### src/logic/rv_core_defs.svh
// RV32 only with 32 registers; the reset pc must be word aligned
`ifndef RV_CORE_DEFS_SVH
`define RV_CORE_DEFS_SVH

// data path and instruction word width
`define RV_XLEN 32

// number of architectural integer registers
`define RV_REG_COUNT 32

// bits of a register index
`define RV_REG_AW 5

// pc value right after reset
`define RV_RESET_PC 32'h8000_0000

// pc advance for each accepted instruction
`define RV_INST_STEP 32'd4

`endif

### src/logic/rv_core_pkg.sv
// types and encodings for the RV32 execute core; covers only the implemented subset
package rv_core_pkg;

    // R format fields, msb first
    typedef struct packed {
        logic [6:0] funct7;
        logic [4:0] rs2;
        logic [4:0] rs1;
        logic [2:0] funct3;
        logic [4:0] rd;
        logic [6:0] opcode;
    } inst_r_t;

    // I format with the 12 bit signed immediate on top
    typedef struct packed {
        logic [11:0] imm_11_0;
        logic [4:0]  rs1;
        logic [2:0]  funct3;
        logic [4:0]  rd;
        logic [6:0]  opcode;
    } inst_i_t;

    // S format splits the immediate around rs2/rs1/funct3
    typedef struct packed {
        logic [6:0] imm_11_5;
        logic [4:0] rs2;
        logic [4:0] rs1;
        logic [2:0] funct3;
        logic [4:0] imm_4_0;
        logic [6:0] opcode;
    } inst_s_t;

    // U format, upper 20 bits of the result
    typedef struct packed {
        logic [19:0] imm_31_12;
        logic [4:0]  rd;
        logic [6:0]  opcode;
    } inst_u_t;

    // one instruction word, read through the view its opcode selects
    typedef union packed {
        inst_r_t r;
        inst_i_t i;
        inst_s_t s;
        inst_u_t u;
    } inst_t;

    // operations handed to the execute unit
    typedef enum logic [3:0] {
        OP_ADD,
        OP_SUB,
        OP_SLTU,
        OP_SRA,
        OP_AND,
        OP_LUI,
        OP_AUIPC,
        OP_STORE,
        OP_ECALL,
        OP_EBREAK,
        OP_ILLEGAL
    } op_e;

    // major opcodes
    localparam logic [6:0] OPC_IMM    = 7'b0010011;
    localparam logic [6:0] OPC_REG    = 7'b0110011;
    localparam logic [6:0] OPC_LUI    = 7'b0110111;
    localparam logic [6:0] OPC_AUIPC  = 7'b0010111;
    localparam logic [6:0] OPC_STORE  = 7'b0100011;
    localparam logic [6:0] OPC_SYSTEM = 7'b1110011;

    // funct3 values for the alu group
    localparam logic [2:0] F3_ADD  = 3'b000;
    localparam logic [2:0] F3_SLTU = 3'b011;
    localparam logic [2:0] F3_SRA  = 3'b101;
    localparam logic [2:0] F3_AND  = 3'b111;

    // funct3 values for stores, low two bits give the size
    localparam logic [2:0] F3_SB = 3'b000;
    localparam logic [2:0] F3_SH = 3'b001;
    localparam logic [2:0] F3_SW = 3'b010;

    // funct7 picks add vs sub and the arithmetic shift
    localparam logic [6:0] F7_BASE = 7'b0000000;
    localparam logic [6:0] F7_ALT  = 7'b0100000;

    // system instructions are matched on the whole word
    localparam logic [31:0] INST_ECALL  = 32'h0000_0073;
    localparam logic [31:0] INST_EBREAK = 32'h0010_0073;

endpackage

### src/logic/decode_if.sv
// decoder to execute bundle; fields other than valid are meaningful only while valid is high
`timescale 1ns/100ps
`include "rv_core_defs.svh"

interface decode_if;
    import rv_core_pkg::*;

    // copy of the instruction strobe
    logic                   valid;
    // selected operation
    op_e                    op;
    // immediate already sign extended or shifted for its format
    logic [`RV_XLEN-1:0]    imm;
    // destination register index
    logic [`RV_REG_AW-1:0]  rd;
    // byte, half or word for stores
    logic [1:0]             store_size;
    // second alu operand comes from rs2 rather than the immediate
    logic                   src_rs2;

    // decoder side drives everything
    modport dec (
        output valid, op, imm, rd, store_size, src_rs2
    );

    // execute side only reads
    modport exe (
        input valid, op, imm, rd, store_size, src_rs2
    );

endinterface

### src/logic/inst_decode.sv
// purely combinational decoder; unsupported or partially matching encodings map to OP_ILLEGAL
`timescale 1ns/100ps
`include "rv_core_defs.svh"

module inst_decode (
    input  rv_core_pkg::inst_t inst,
    input  logic               inst_valid,
    decode_if.dec              dec
);
    import rv_core_pkg::*;

    // strobe passes straight through
    assign dec.valid = inst_valid;

    // rd sits at the same place in every format that writes back
    assign dec.rd = inst.r.rd;

    // size code is the low part of the store funct3
    assign dec.store_size = inst.s.funct3[1:0];

    // only register-register ops take rs2 as the second operand
    assign dec.src_rs2 = (inst.r.opcode == OPC_REG);

    // operation select
    always_comb begin
        dec.op = OP_ILLEGAL;
        case (inst.r.opcode)
            OPC_IMM: begin
                case (inst.i.funct3)
                    F3_ADD:  dec.op = OP_ADD;
                    F3_SLTU: dec.op = OP_SLTU;
                    F3_AND:  dec.op = OP_AND;
                    // srai needs the alt funct7 and a 5 bit shamt
                    F3_SRA: begin
                        if (inst.r.funct7 == F7_ALT) begin
                            dec.op = OP_SRA;
                        end
                    end
                    default: dec.op = OP_ILLEGAL;
                endcase
            end
            OPC_REG: begin
                // add and sub share funct3 and only funct7 tells them apart
                if (inst.r.funct3 == F3_ADD) begin
                    if (inst.r.funct7 == F7_BASE) begin
                        dec.op = OP_ADD;
                    end else if (inst.r.funct7 == F7_ALT) begin
                        dec.op = OP_SUB;
                    end
                end
            end
            OPC_LUI:   dec.op = OP_LUI;
            OPC_AUIPC: dec.op = OP_AUIPC;
            OPC_STORE: begin
                // sd and friends are not part of rv32
                if (inst.s.funct3 inside {F3_SB, F3_SH, F3_SW}) begin
                    dec.op = OP_STORE;
                end
            end
            OPC_SYSTEM: begin
                // every other bit must be zero except the ebreak marker
                if (inst == INST_ECALL) begin
                    dec.op = OP_ECALL;
                end else if (inst == INST_EBREAK) begin
                    dec.op = OP_EBREAK;
                end
            end
            default: dec.op = OP_ILLEGAL;
        endcase
    end

    // the opcode picks the immediate format
    always_comb begin
        case (inst.r.opcode)
            // S type glues its two immediate pieces back together
            OPC_STORE: dec.imm = {{(`RV_XLEN-12){inst.s.imm_11_5[6]}},
                                  inst.s.imm_11_5, inst.s.imm_4_0};
            // U type has its low 12 bits at zero
            OPC_LUI,
            OPC_AUIPC: dec.imm = {inst.u.imm_31_12, 12'b0};
            // I layout for everything else since R and system ignore it
            default:   dec.imm = {{(`RV_XLEN-12){inst.i.imm_11_0[11]}}, inst.i.imm_11_0};
        endcase
    end

    // an x or z on the word would quietly decode as illegal
    always_comb begin
        if (dec.valid) begin
            assert (!$isunknown(inst))
                else $error("instruction word unknown while valid");
        end
    end

endmodule

### src/logic/reg_file.sv
// 32 x 32 bit registers; reads are combinational and see pre-edge contents, x0 never written
`timescale 1ns/100ps
`include "rv_core_defs.svh"

module reg_file (
    input  logic                  clk,
    input  logic                  rst_n,
    input  logic [4:0]            rs1,
    input  logic [4:0]            rs2,
    output logic [`RV_XLEN-1:0]   rs1_data,
    output logic [`RV_XLEN-1:0]   rs2_data,
    input  logic                  wr_en,
    input  logic [4:0]            wr_addr,
    input  logic [`RV_XLEN-1:0]   wr_data
);

    // register storage, entry 0 only ever holds its reset value
    logic [`RV_XLEN-1:0] regs [`RV_REG_COUNT];

    // write side
    // all entries clear on reset, writes to x0 are dropped here
    always_ff @(posedge clk) begin
        if (!rst_n) begin
            for (int i = 0; i < `RV_REG_COUNT; i++) begin
                regs[i] <= '0;
            end
        end else if (wr_en && (wr_addr != '0)) begin
            regs[wr_addr] <= wr_data;
        end
    end

    // read side
    // plain array lookup, no bypass from the write port
    assign rs1_data = regs[rs1];
    assign rs2_data = regs[rs2];

    // x0 stays zero over any sequence of writes
    a_x0_rs1_zero: assert property (
        @(posedge clk) disable iff (!rst_n)
        (rs1 == '0) |-> (rs1_data == '0)
    ) else $error("x0 read nonzero on rs1");

    a_x0_rs2_zero: assert property (
        @(posedge clk) disable iff (!rst_n)
        (rs2 == '0) |-> (rs2_data == '0)
    ) else $error("x0 read nonzero on rs2");

endmodule

### src/logic/exec_unit.sv
// one cycle execute stage; no back-pressure, halted sticks until reset, stores leave only as outputs
`timescale 1ns/100ps
`include "rv_core_defs.svh"

module exec_unit (
    input  logic                   clk,
    input  logic                   rst_n,
    decode_if.exe                  dec,
    input  logic [`RV_XLEN-1:0]    rs1_data,
    input  logic [`RV_XLEN-1:0]    rs2_data,
    output logic                   wr_en,
    output logic [`RV_REG_AW-1:0]  wr_addr,
    output logic [`RV_XLEN-1:0]    wr_data,
    output logic                   wb_valid,
    output logic [`RV_REG_AW-1:0]  wb_rd,
    output logic [`RV_XLEN-1:0]    wb_data,
    output logic                   store_valid,
    output logic [`RV_XLEN-1:0]    store_addr,
    output logic [`RV_XLEN-1:0]    store_data,
    output logic [1:0]             store_size,
    output logic                   ecall,
    output logic                   illegal,
    output logic                   halted
);
    import rv_core_pkg::*;

    logic [`RV_XLEN-1:0] pc;
    logic [`RV_XLEN-1:0] op_b;
    logic [`RV_XLEN-1:0] result;
    logic [`RV_XLEN-1:0] st_data;
    logic                accept;
    logic                is_wb;
    logic                is_store;

    // strobes are dropped once halted
    assign accept = dec.valid && !halted;

    // second operand, rs2 only for the R group
    assign op_b = dec.src_rs2 ? rs2_data : dec.imm;

    // alu
    always_comb begin
        case (dec.op)
            OP_ADD:   result = rs1_data + op_b;
            OP_SUB:   result = rs1_data - op_b;
            OP_SLTU:  result = {{(`RV_XLEN-1){1'b0}}, (rs1_data < op_b)};
            // shift amount is the low 5 immediate bits
            OP_SRA:   result = $signed(rs1_data) >>> op_b[4:0];
            OP_AND:   result = rs1_data & op_b;
            OP_LUI:   result = dec.imm;
            // pc of this instruction, not the next one
            OP_AUIPC: result = pc + dec.imm;
            default:  result = '0;
        endcase
    end

    // store data keeps only the bytes the size covers
    always_comb begin
        case (dec.store_size)
            2'b00:   st_data = {{(`RV_XLEN-8){1'b0}}, rs2_data[7:0]};
            2'b01:   st_data = {{(`RV_XLEN-16){1'b0}}, rs2_data[15:0]};
            default: st_data = rs2_data;
        endcase
    end

    // ops that produce a register result
    assign is_wb = accept &&
                   (dec.op inside {OP_ADD, OP_SUB, OP_SLTU, OP_SRA, OP_AND, OP_LUI, OP_AUIPC});
    assign is_store = accept && (dec.op == OP_STORE);

    // write port, lands at the same edge the outputs register
    // rd of x0 is treated as no writeback at all
    assign wr_en   = is_wb && (dec.rd != '0);
    assign wr_addr = dec.rd;
    assign wr_data = result;

    // control state and pulses
    always_ff @(posedge clk) begin
        if (!rst_n) begin
            pc          <= `RV_RESET_PC;
            wb_valid    <= 1'b0;
            store_valid <= 1'b0;
            ecall       <= 1'b0;
            illegal     <= 1'b0;
            halted      <= 1'b0;
        end else begin
            wb_valid    <= wr_en;
            store_valid <= is_store;
            ecall       <= accept && (dec.op == OP_ECALL);
            illegal     <= accept && (dec.op == OP_ILLEGAL);
            if (accept) begin
                pc <= pc + `RV_INST_STEP;
                // ebreak itself still counts as accepted
                if (dec.op == OP_EBREAK) begin
                    halted <= 1'b1;
                end
            end
        end
    end

    // payload registers, only qualified by the pulses above
    always_ff @(posedge clk) begin
        if (accept) begin
            wb_rd      <= dec.rd;
            wb_data    <= result;
            store_addr <= rs1_data + dec.imm;
            store_data <= st_data;
            store_size <= dec.store_size;
        end
    end

    // one instruction cannot both write back and store
    a_wb_store_excl: assert property (
        @(posedge clk) disable iff (!rst_n)
        !(wb_valid && store_valid)
    ) else $error("wb_valid and store_valid together");

    // after ebreak nothing fires and the pc freezes
    a_quiet_halted: assert property (
        @(posedge clk) disable iff (!rst_n)
        halted |-> !(wb_valid || store_valid || ecall || illegal)
    ) else $error("pulse while halted");

    a_pc_frozen: assert property (
        @(posedge clk) disable iff (!rst_n)
        halted |=> (halted && $stable(pc))
    ) else $error("pc moved or halt cleared without reset");

endmodule

### src/logic/rv_core.sv
// execute-only RV32 core; one strobe per instruction, results one cycle later, no fetch or loads
`timescale 1ns/100ps
`include "rv_core_defs.svh"

module rv_core (
    input  logic                   clk,
    input  logic                   rst_n,
    input  logic                   inst_valid,
    input  logic [`RV_XLEN-1:0]    inst,
    output logic                   wb_valid,
    output logic [`RV_REG_AW-1:0]  wb_rd,
    output logic [`RV_XLEN-1:0]    wb_data,
    output logic                   store_valid,
    output logic [`RV_XLEN-1:0]    store_addr,
    output logic [`RV_XLEN-1:0]    store_data,
    output logic [1:0]             store_size,
    output logic                   ecall,
    output logic                   illegal,
    output logic                   halted
);
    import rv_core_pkg::*;

    inst_t                 inst_w;
    logic [`RV_XLEN-1:0]   rs1_data;
    logic [`RV_XLEN-1:0]   rs2_data;
    logic                  wr_en;
    logic [`RV_REG_AW-1:0] wr_addr;
    logic [`RV_XLEN-1:0]   wr_data;

    // raw word viewed through the format union
    assign inst_w = inst_t'(inst);

    // decoder to execute
    decode_if dec_bus ();

    // decode runs beside the register reads
    inst_decode u_inst_decode (
        .inst       (inst_w),
        .inst_valid (inst_valid),
        .dec        (dec_bus)
    );

    // rs fields sit at the same bits in R and S, so one view serves both
    reg_file u_reg_file (
        .clk      (clk),
        .rst_n    (rst_n),
        .rs1      (inst_w.r.rs1),
        .rs2      (inst_w.r.rs2),
        .rs1_data (rs1_data),
        .rs2_data (rs2_data),
        .wr_en    (wr_en),
        .wr_addr  (wr_addr),
        .wr_data  (wr_data)
    );

    // execute, writeback and output registers
    exec_unit u_exec_unit (
        .clk         (clk),
        .rst_n       (rst_n),
        .dec         (dec_bus),
        .rs1_data    (rs1_data),
        .rs2_data    (rs2_data),
        .wr_en       (wr_en),
        .wr_addr     (wr_addr),
        .wr_data     (wr_data),
        .wb_valid    (wb_valid),
        .wb_rd       (wb_rd),
        .wb_data     (wb_data),
        .store_valid (store_valid),
        .store_addr  (store_addr),
        .store_data  (store_data),
        .store_size  (store_size),
        .ecall       (ecall),
        .illegal     (illegal),
        .halted      (halted)
    );

endmodule

### config.mk
export PLATFORM = sky130hd
export DESIGN_NAME = rv_core
export DESIGN_NICKNAME = d
export VERILOG_FILES = /design/src/logic/rv_core_pkg.sv /design/src/logic/decode_if.sv /design/src/logic/inst_decode.sv /design/src/logic/reg_file.sv /design/src/logic/exec_unit.sv /design/src/logic/rv_core.sv
export VERILOG_INCLUDE_DIRS = /design/src /design/src/logic
export SDC_FILE = /design/constraint.sdc
export NUM_CORES = 2
export LEC_CHECK = 0
export CAP_MARGIN = 0
export CORE_ASPECT_RATIO = 1.1
export CORE_MARGIN = 4
export CORE_UTILIZATION = 60
export DETAILED_ROUTE_END_ITERATION = 7
export DONT_BUFFER_PORTS = 1
export PLACE_DENSITY = 0.76
export SETUP_SLACK_MARGIN = 0.02
export SKIP_CTS_REPAIR_TIMING = 1
export SLEW_MARGIN = 5
export SYNTH_ARGS = -nofsm -noshare
export SYNTH_HDL_FRONTEND = slang
export SYNTH_HIERARCHICAL = 1
export SYNTH_SLANG_ARGS = --single-unit
### constraint.sdc
create_clock -name clk -period 12.2 [get_ports clk]
set_clock_uncertainty 0.1 [all_clocks]
set_input_delay 0.61 -clock clk [delete_from_list [all_inputs] [get_ports clk]]
set_output_delay 0.61 -clock clk [all_outputs]
set_load 0.005 [all_outputs]
Yosys cells after proc, flatten, opt, wreduce, memory -nomap -nowiden
Memory sizes are Yosys's and may differ from the RTL's. Cells that the tools add are included. W data, S select, Z words.

Add/sub/neg operators: 5. Shift operators: 1. Reductions and logical operators: 18. Mux-type cells: 20. Bitwise logic cells: 1. $lt $le $gt $ge: 1. Equality and inequality tests: 25.

Operators by type and width (count): $pmux W32 S7 (1); $add A32 B32 Y32 (3); $mux W32 (2); $pmux W32 S2 (1); $pmux W31 S2 (1); $add A32 B3 Y32 const B (1); $and A32 B32 Y32 (1); $eq A32 B21 Y1 const B (1); $eq A32 B7 Y1 const B (1); $lt A32 B32 Y1 (1); $reduce_or A32 Y1 (1); $sshr A32 B5 Y32 (1); $sub A32 B32 Y32 (1); $eq A7 B6 Y1 const B (4); $mux W4 (6); $pmux W4 S6 (1); $eq A4 B3 Y1 const B (4); $pmux W4 S4 (1); $eq A7 B5 Y1 const B (2); $eq A4 B4 Y1 const B (3); $eq A4 B2 Y1 const B (2); $eq A7 B7 Y1 const B (1); $logic_and A1 B1 Y1 (7); $logic_not A7 Y1 (1); other kinds (17) (23).

Memories: 1. Bits in writable memories: 1024. Flip-flop bits (word level): 140. Logic and storage cells: 83.

Memory list: u_reg_file.regs (depth 32, bits a word 32, read ports 2, clocked after Yosys merged registers in 0, wr ports 32, RTL line reg_file.sv:18) `` logic [`RV_XLEN-1:0] regs [`RV_REG_COUNT]; ``.

Depth between registers and ports, before layout
Word-level depth: 15. Gate-level depth with buffers: 25.

Cells and area by module
Netlist, hierarchy kept.

Modules (own cells, without submodules): reg_file (area an instance 55717.2 sq um, cells each 4609, seq. area each 30749.5 sq um, times used 1); exec_unit (area an instance 13994.7 sq um, cells each 1611, seq. area each 3793.6 sq um, times used 1); inst_decode (area an instance 693.2 sq um, cells each 104, seq. area each 0.0 sq um, times used 1).

Worst setup path after synthesis
No wires, ideal clock.

Kind: in2reg. Start: input port inst[2]. End: memory u_reg_file/regs[24][0] (netlist bit) (enable). Required time: 11.634 ns. Setup slack: 6.080 ns. Path buffers: 4. Arrival: 5.554 ns. Setup time: 0.466 ns. Stages: 14. Path through: and4bb_4 > nor4b_4 > a22o_1 > or3_1 > clkbuf_1 > buf_1 > buf_1 > nand3_1 > nand3b_1 > a21oi_1 > nand2_1 > or3_4 > buf_6 > o21ai_0.

RTL lines: start: declaration (RTL line rv_core.sv:9) `` input logic [`RV_XLEN-1:0] inst, ``; end: declaration (RTL line reg_file.sv:18).

==> impl_metrics.toml <==
[outcome]
outcome = "finished with violations"
violations = "max-slew violations"

[sta]
final.min_clock_period_ns = 8.85
setup_viol = 0
finalSetupTns_ns = 0
relSlewSlack = -0.933
worstMarginPinSlew_ns = 2.90
final.period_utilization = 0.726
layout_setup_ws_ns = 3.35
hold_viol_final = 0
rsz0062_at_grt = "false"
fmax_mhz = 113
whs_ns = 0.0188
drv_slew = 810

[setup_path]
cp-start-kind = "input port"
cp_top_family = "compound AO/OA/AOI/OAI gates"
critPathMaxStageDelay_ns = 1.19
cp_common_cell = "a31oi_1"
worst_ep_arrival_time_ns = 9.22
crit_required_ns = 12.57
path_depth = 19
crit_chain = "mux2i_1 -> a22o_1 -> nor3_1 -> a31oi_1 -> nand3_1 -> mux2i_4 -> buf_4 -> inv_1 -> fa_1 -> nor2b_1 -> o21ai_0 -> a31oi_1 -> a2111oi_1 -> nor2_1 -> a311oi_1 -> o31ai_1 -> xnor2_1 -> a221o_1 -> and2_1"
reg2reg_depth = 19
critPathKind = "in -> reg"
cp_max_fo = 515
end_kind = "register"
path_buf_inv = 2
cp_slowest_cell = "a2111oi_1"

[placement]
dp.cells = 7473
gp_congestion = 0.993
io_buffer_count = 0
detailed_place_hpwl_mm = 148
pre_cts_slack_ns = 4.08
place_area_um2 = 71600

[job]
drv_cap = 0

[synthesis]
yosysSeqAreaShare = 0.491
synth_edf_count = 1127
yosysWarnings = 6
ys_ff_latch = 1162
synth_ff_type = "edfxtp_1"
synthTopCellsByArea = "edfxtp_1 (48%), mux2i_1 (16%), and2_1 (9.3%)"
synth_cell_type_count = 100
synth_top_area_cell = "edfxtp_1"
synth.avg_cell_area_um2 = 11.1
postSynthCellCount = 6324
async_flop_share = 0
syn_area_um2 = 70400
synth_top_area_frac = 0.481

[finish]
area_delta_synth_final_pct = 7.34
nets = 6243
instances_no_fill = 7700
final_cell_mix = "mux2i_1 (1132), edfxtp_1 (1127), and2_1 (1041), nand2_1 (348), a21oi_1 (330)"
final_area_um2 = 75600
layout.cells.most_common = "mux2i_1"
drive_gt1_frac = 0.0699

[floorplanning]
die_x_um = 335
core_um2 = 116000
io_pins = 143
die_area_um2 = 123000
start_util = 0.606
placementRows = 131
die_y_um = 367

[worst_hold_path]
hold_path.class = "in -> reg"
min_delay_path_depth = 2

[global_route]
antenna_found_initial = 10
grt_pass1_wl_mm = 343
gr-total-overflow = 0
track_usage = 0.378
grt_max_degree = 516
grt_pass1_vias = 52900

[clocking]
cts_tree = "yes"
clk_pin_slew_ns = 0.07
clk_latency_ns = 0.75
clkSinkCount = 1162
cts_root_buf = "clkbuf_16"
htreeDepth = 3
clockBufferDepth = 3
numCtsBuffers = 116

[route]
firstDrtPassIters = 5
wirelength_mm = 241
drt_iter0_markers = 6478
vias = 53300
routed_via_density = 6.92
drc = 0
ant_nets = 0
wl_per_cell_um = 31.4

[power]
power.density_nw_per_um2 = 130
peakVddDrop_uv = 114
p_leak_nw = 30.2
worst register-to-register path, stage by stage (launching register included):
cell and delay [ns]:
edfxtp_1 0.42, mux2i_1 0.17, a22o_1 0.20, nor3_1 0.04, a31oi_1 0.36, nand3_1 0.28, mux2i_4 0.19, buf_4 0.52
inv_1 0.43, fa_1 0.54, nor2b_1 0.16, o21ai_0 0.35, a31oi_1 0.23, a2111oi_1 1.19, nor2_1 0.13, a311oi_1 0.50
o31ai_1 0.16, xnor2_1 0.16, a221o_1 0.68, and2_1 0.33
sequential cells by signal, summed over array words and instances (netlist names):
signal,cells
u_exec_unit/store_data,32
u_exec_unit/ecall,1
u_exec_unit/pc,30
u_exec_unit/store_addr,32
u_exec_unit/wb_data,32
u_exec_unit/illegal,1
u_exec_unit/store_valid,1
u_exec_unit/store_size,2
u_exec_unit/wb_valid,1
u_exec_unit/halted,1
u_exec_unit/wb_rd,5
u_reg_file/regs,1024
report_power, final:
group / switching [mW] / internal [mW] / leakage, nW
sequential: 0.0910 / 4.55 / 12.0
combinational: 0.990 / 0.562 / 16.4
clock: 1.56 / 2.09 / 1.88
total: 2.64 / 7.20 / 30.2
metal layers:
layer | GRT usage | part of all wire | up-vias | wire length [um]
li1 | - | - | 22800 | -
met4 | 0.247 | 0.074 | 6 | 17900
met2 | 0.609 | 0.46 | 3551 | 111000
met1 | 0.456 | 0.35 | 26100 | 84900
met3 | 0.0878 | 0.12 | 911 | 27800
met5 | 0 | 0.00021 | - | 50
stage by stage:
step,total power [mW],util
floorplan,5.76,-
detailed placement,6.17,0.616
global placement,6.15,0.616
finish,9.83,0.650
CTS,9.76,0.649
global route,10.1,0.650
logic make-up (layout without fill, tap and decap cells):
logic type / after synthesis / after routing / synth area share
and+or+nand+nor: 2040 / 2040 / 0.160
DFF: 1162 / 1162 / 0.491
muxes: 1141 / 1141 / 0.163
AOI/OAI and AO/OA: 1113 / 1113 / 0.107
buffers and inverters: 617 / 429 / 0.0399
adders and majority gates: 139 / 139 / 0.0251
xor gates and xnor gates: 111 / 111 / 0.0138
other: 1 / 36 / 0.0000533
area by class of cell:
cell class | count | area [um^2]
Multi-Input combinational cell | 4576 | 33900
Tap cell | 1529 | 1910
Clock inverter | 59 | 596
Antenna cell | 4 | 10.0
Clock buffer | 156 | 3240
Fill cell | 8777 | 40600
Inverter | 83 | 312
Sequential cell | 1162 | 34500
Timing Repair Buffer | 131 | 1060
final timing paths:
kind,to,startpoint,slack (ns)
max,u_reg_file/regs[23][30]$_SDFFCE_PN0P_,inst[21],3.35
min,u_exec_unit/illegal$_SDFF_PN0_,rst_n,0.02
max reg2reg,u_reg_file/regs[23][30]$_SDFFCE_PN0P_,u_reg_file/regs[6][1]$_SDFFCE_PN0P_,4.82
min reg2reg,u_exec_unit/pc[16]$_SDFFE_PN0P_,u_exec_unit/pc[16]$_SDFFE_PN0P_,0.42
synthesized netlist by cell type (all sizes together) (26+ instances only):
master and number:
xnor2 80, a21o 53, nor2b 29, a31oi 84, mux2i 1136, and3 26, xor2 31, nand3 250
nor3 94, edfxtp 1127, inv 82, ha 134, clkbuf 311, a22o 131, a21oi 331, buf 223
nand2 349, and2 1043, dfxtp 35, nor2 148, o21ai 106, a22oi 205
Power figures use the tool's default switching activity.
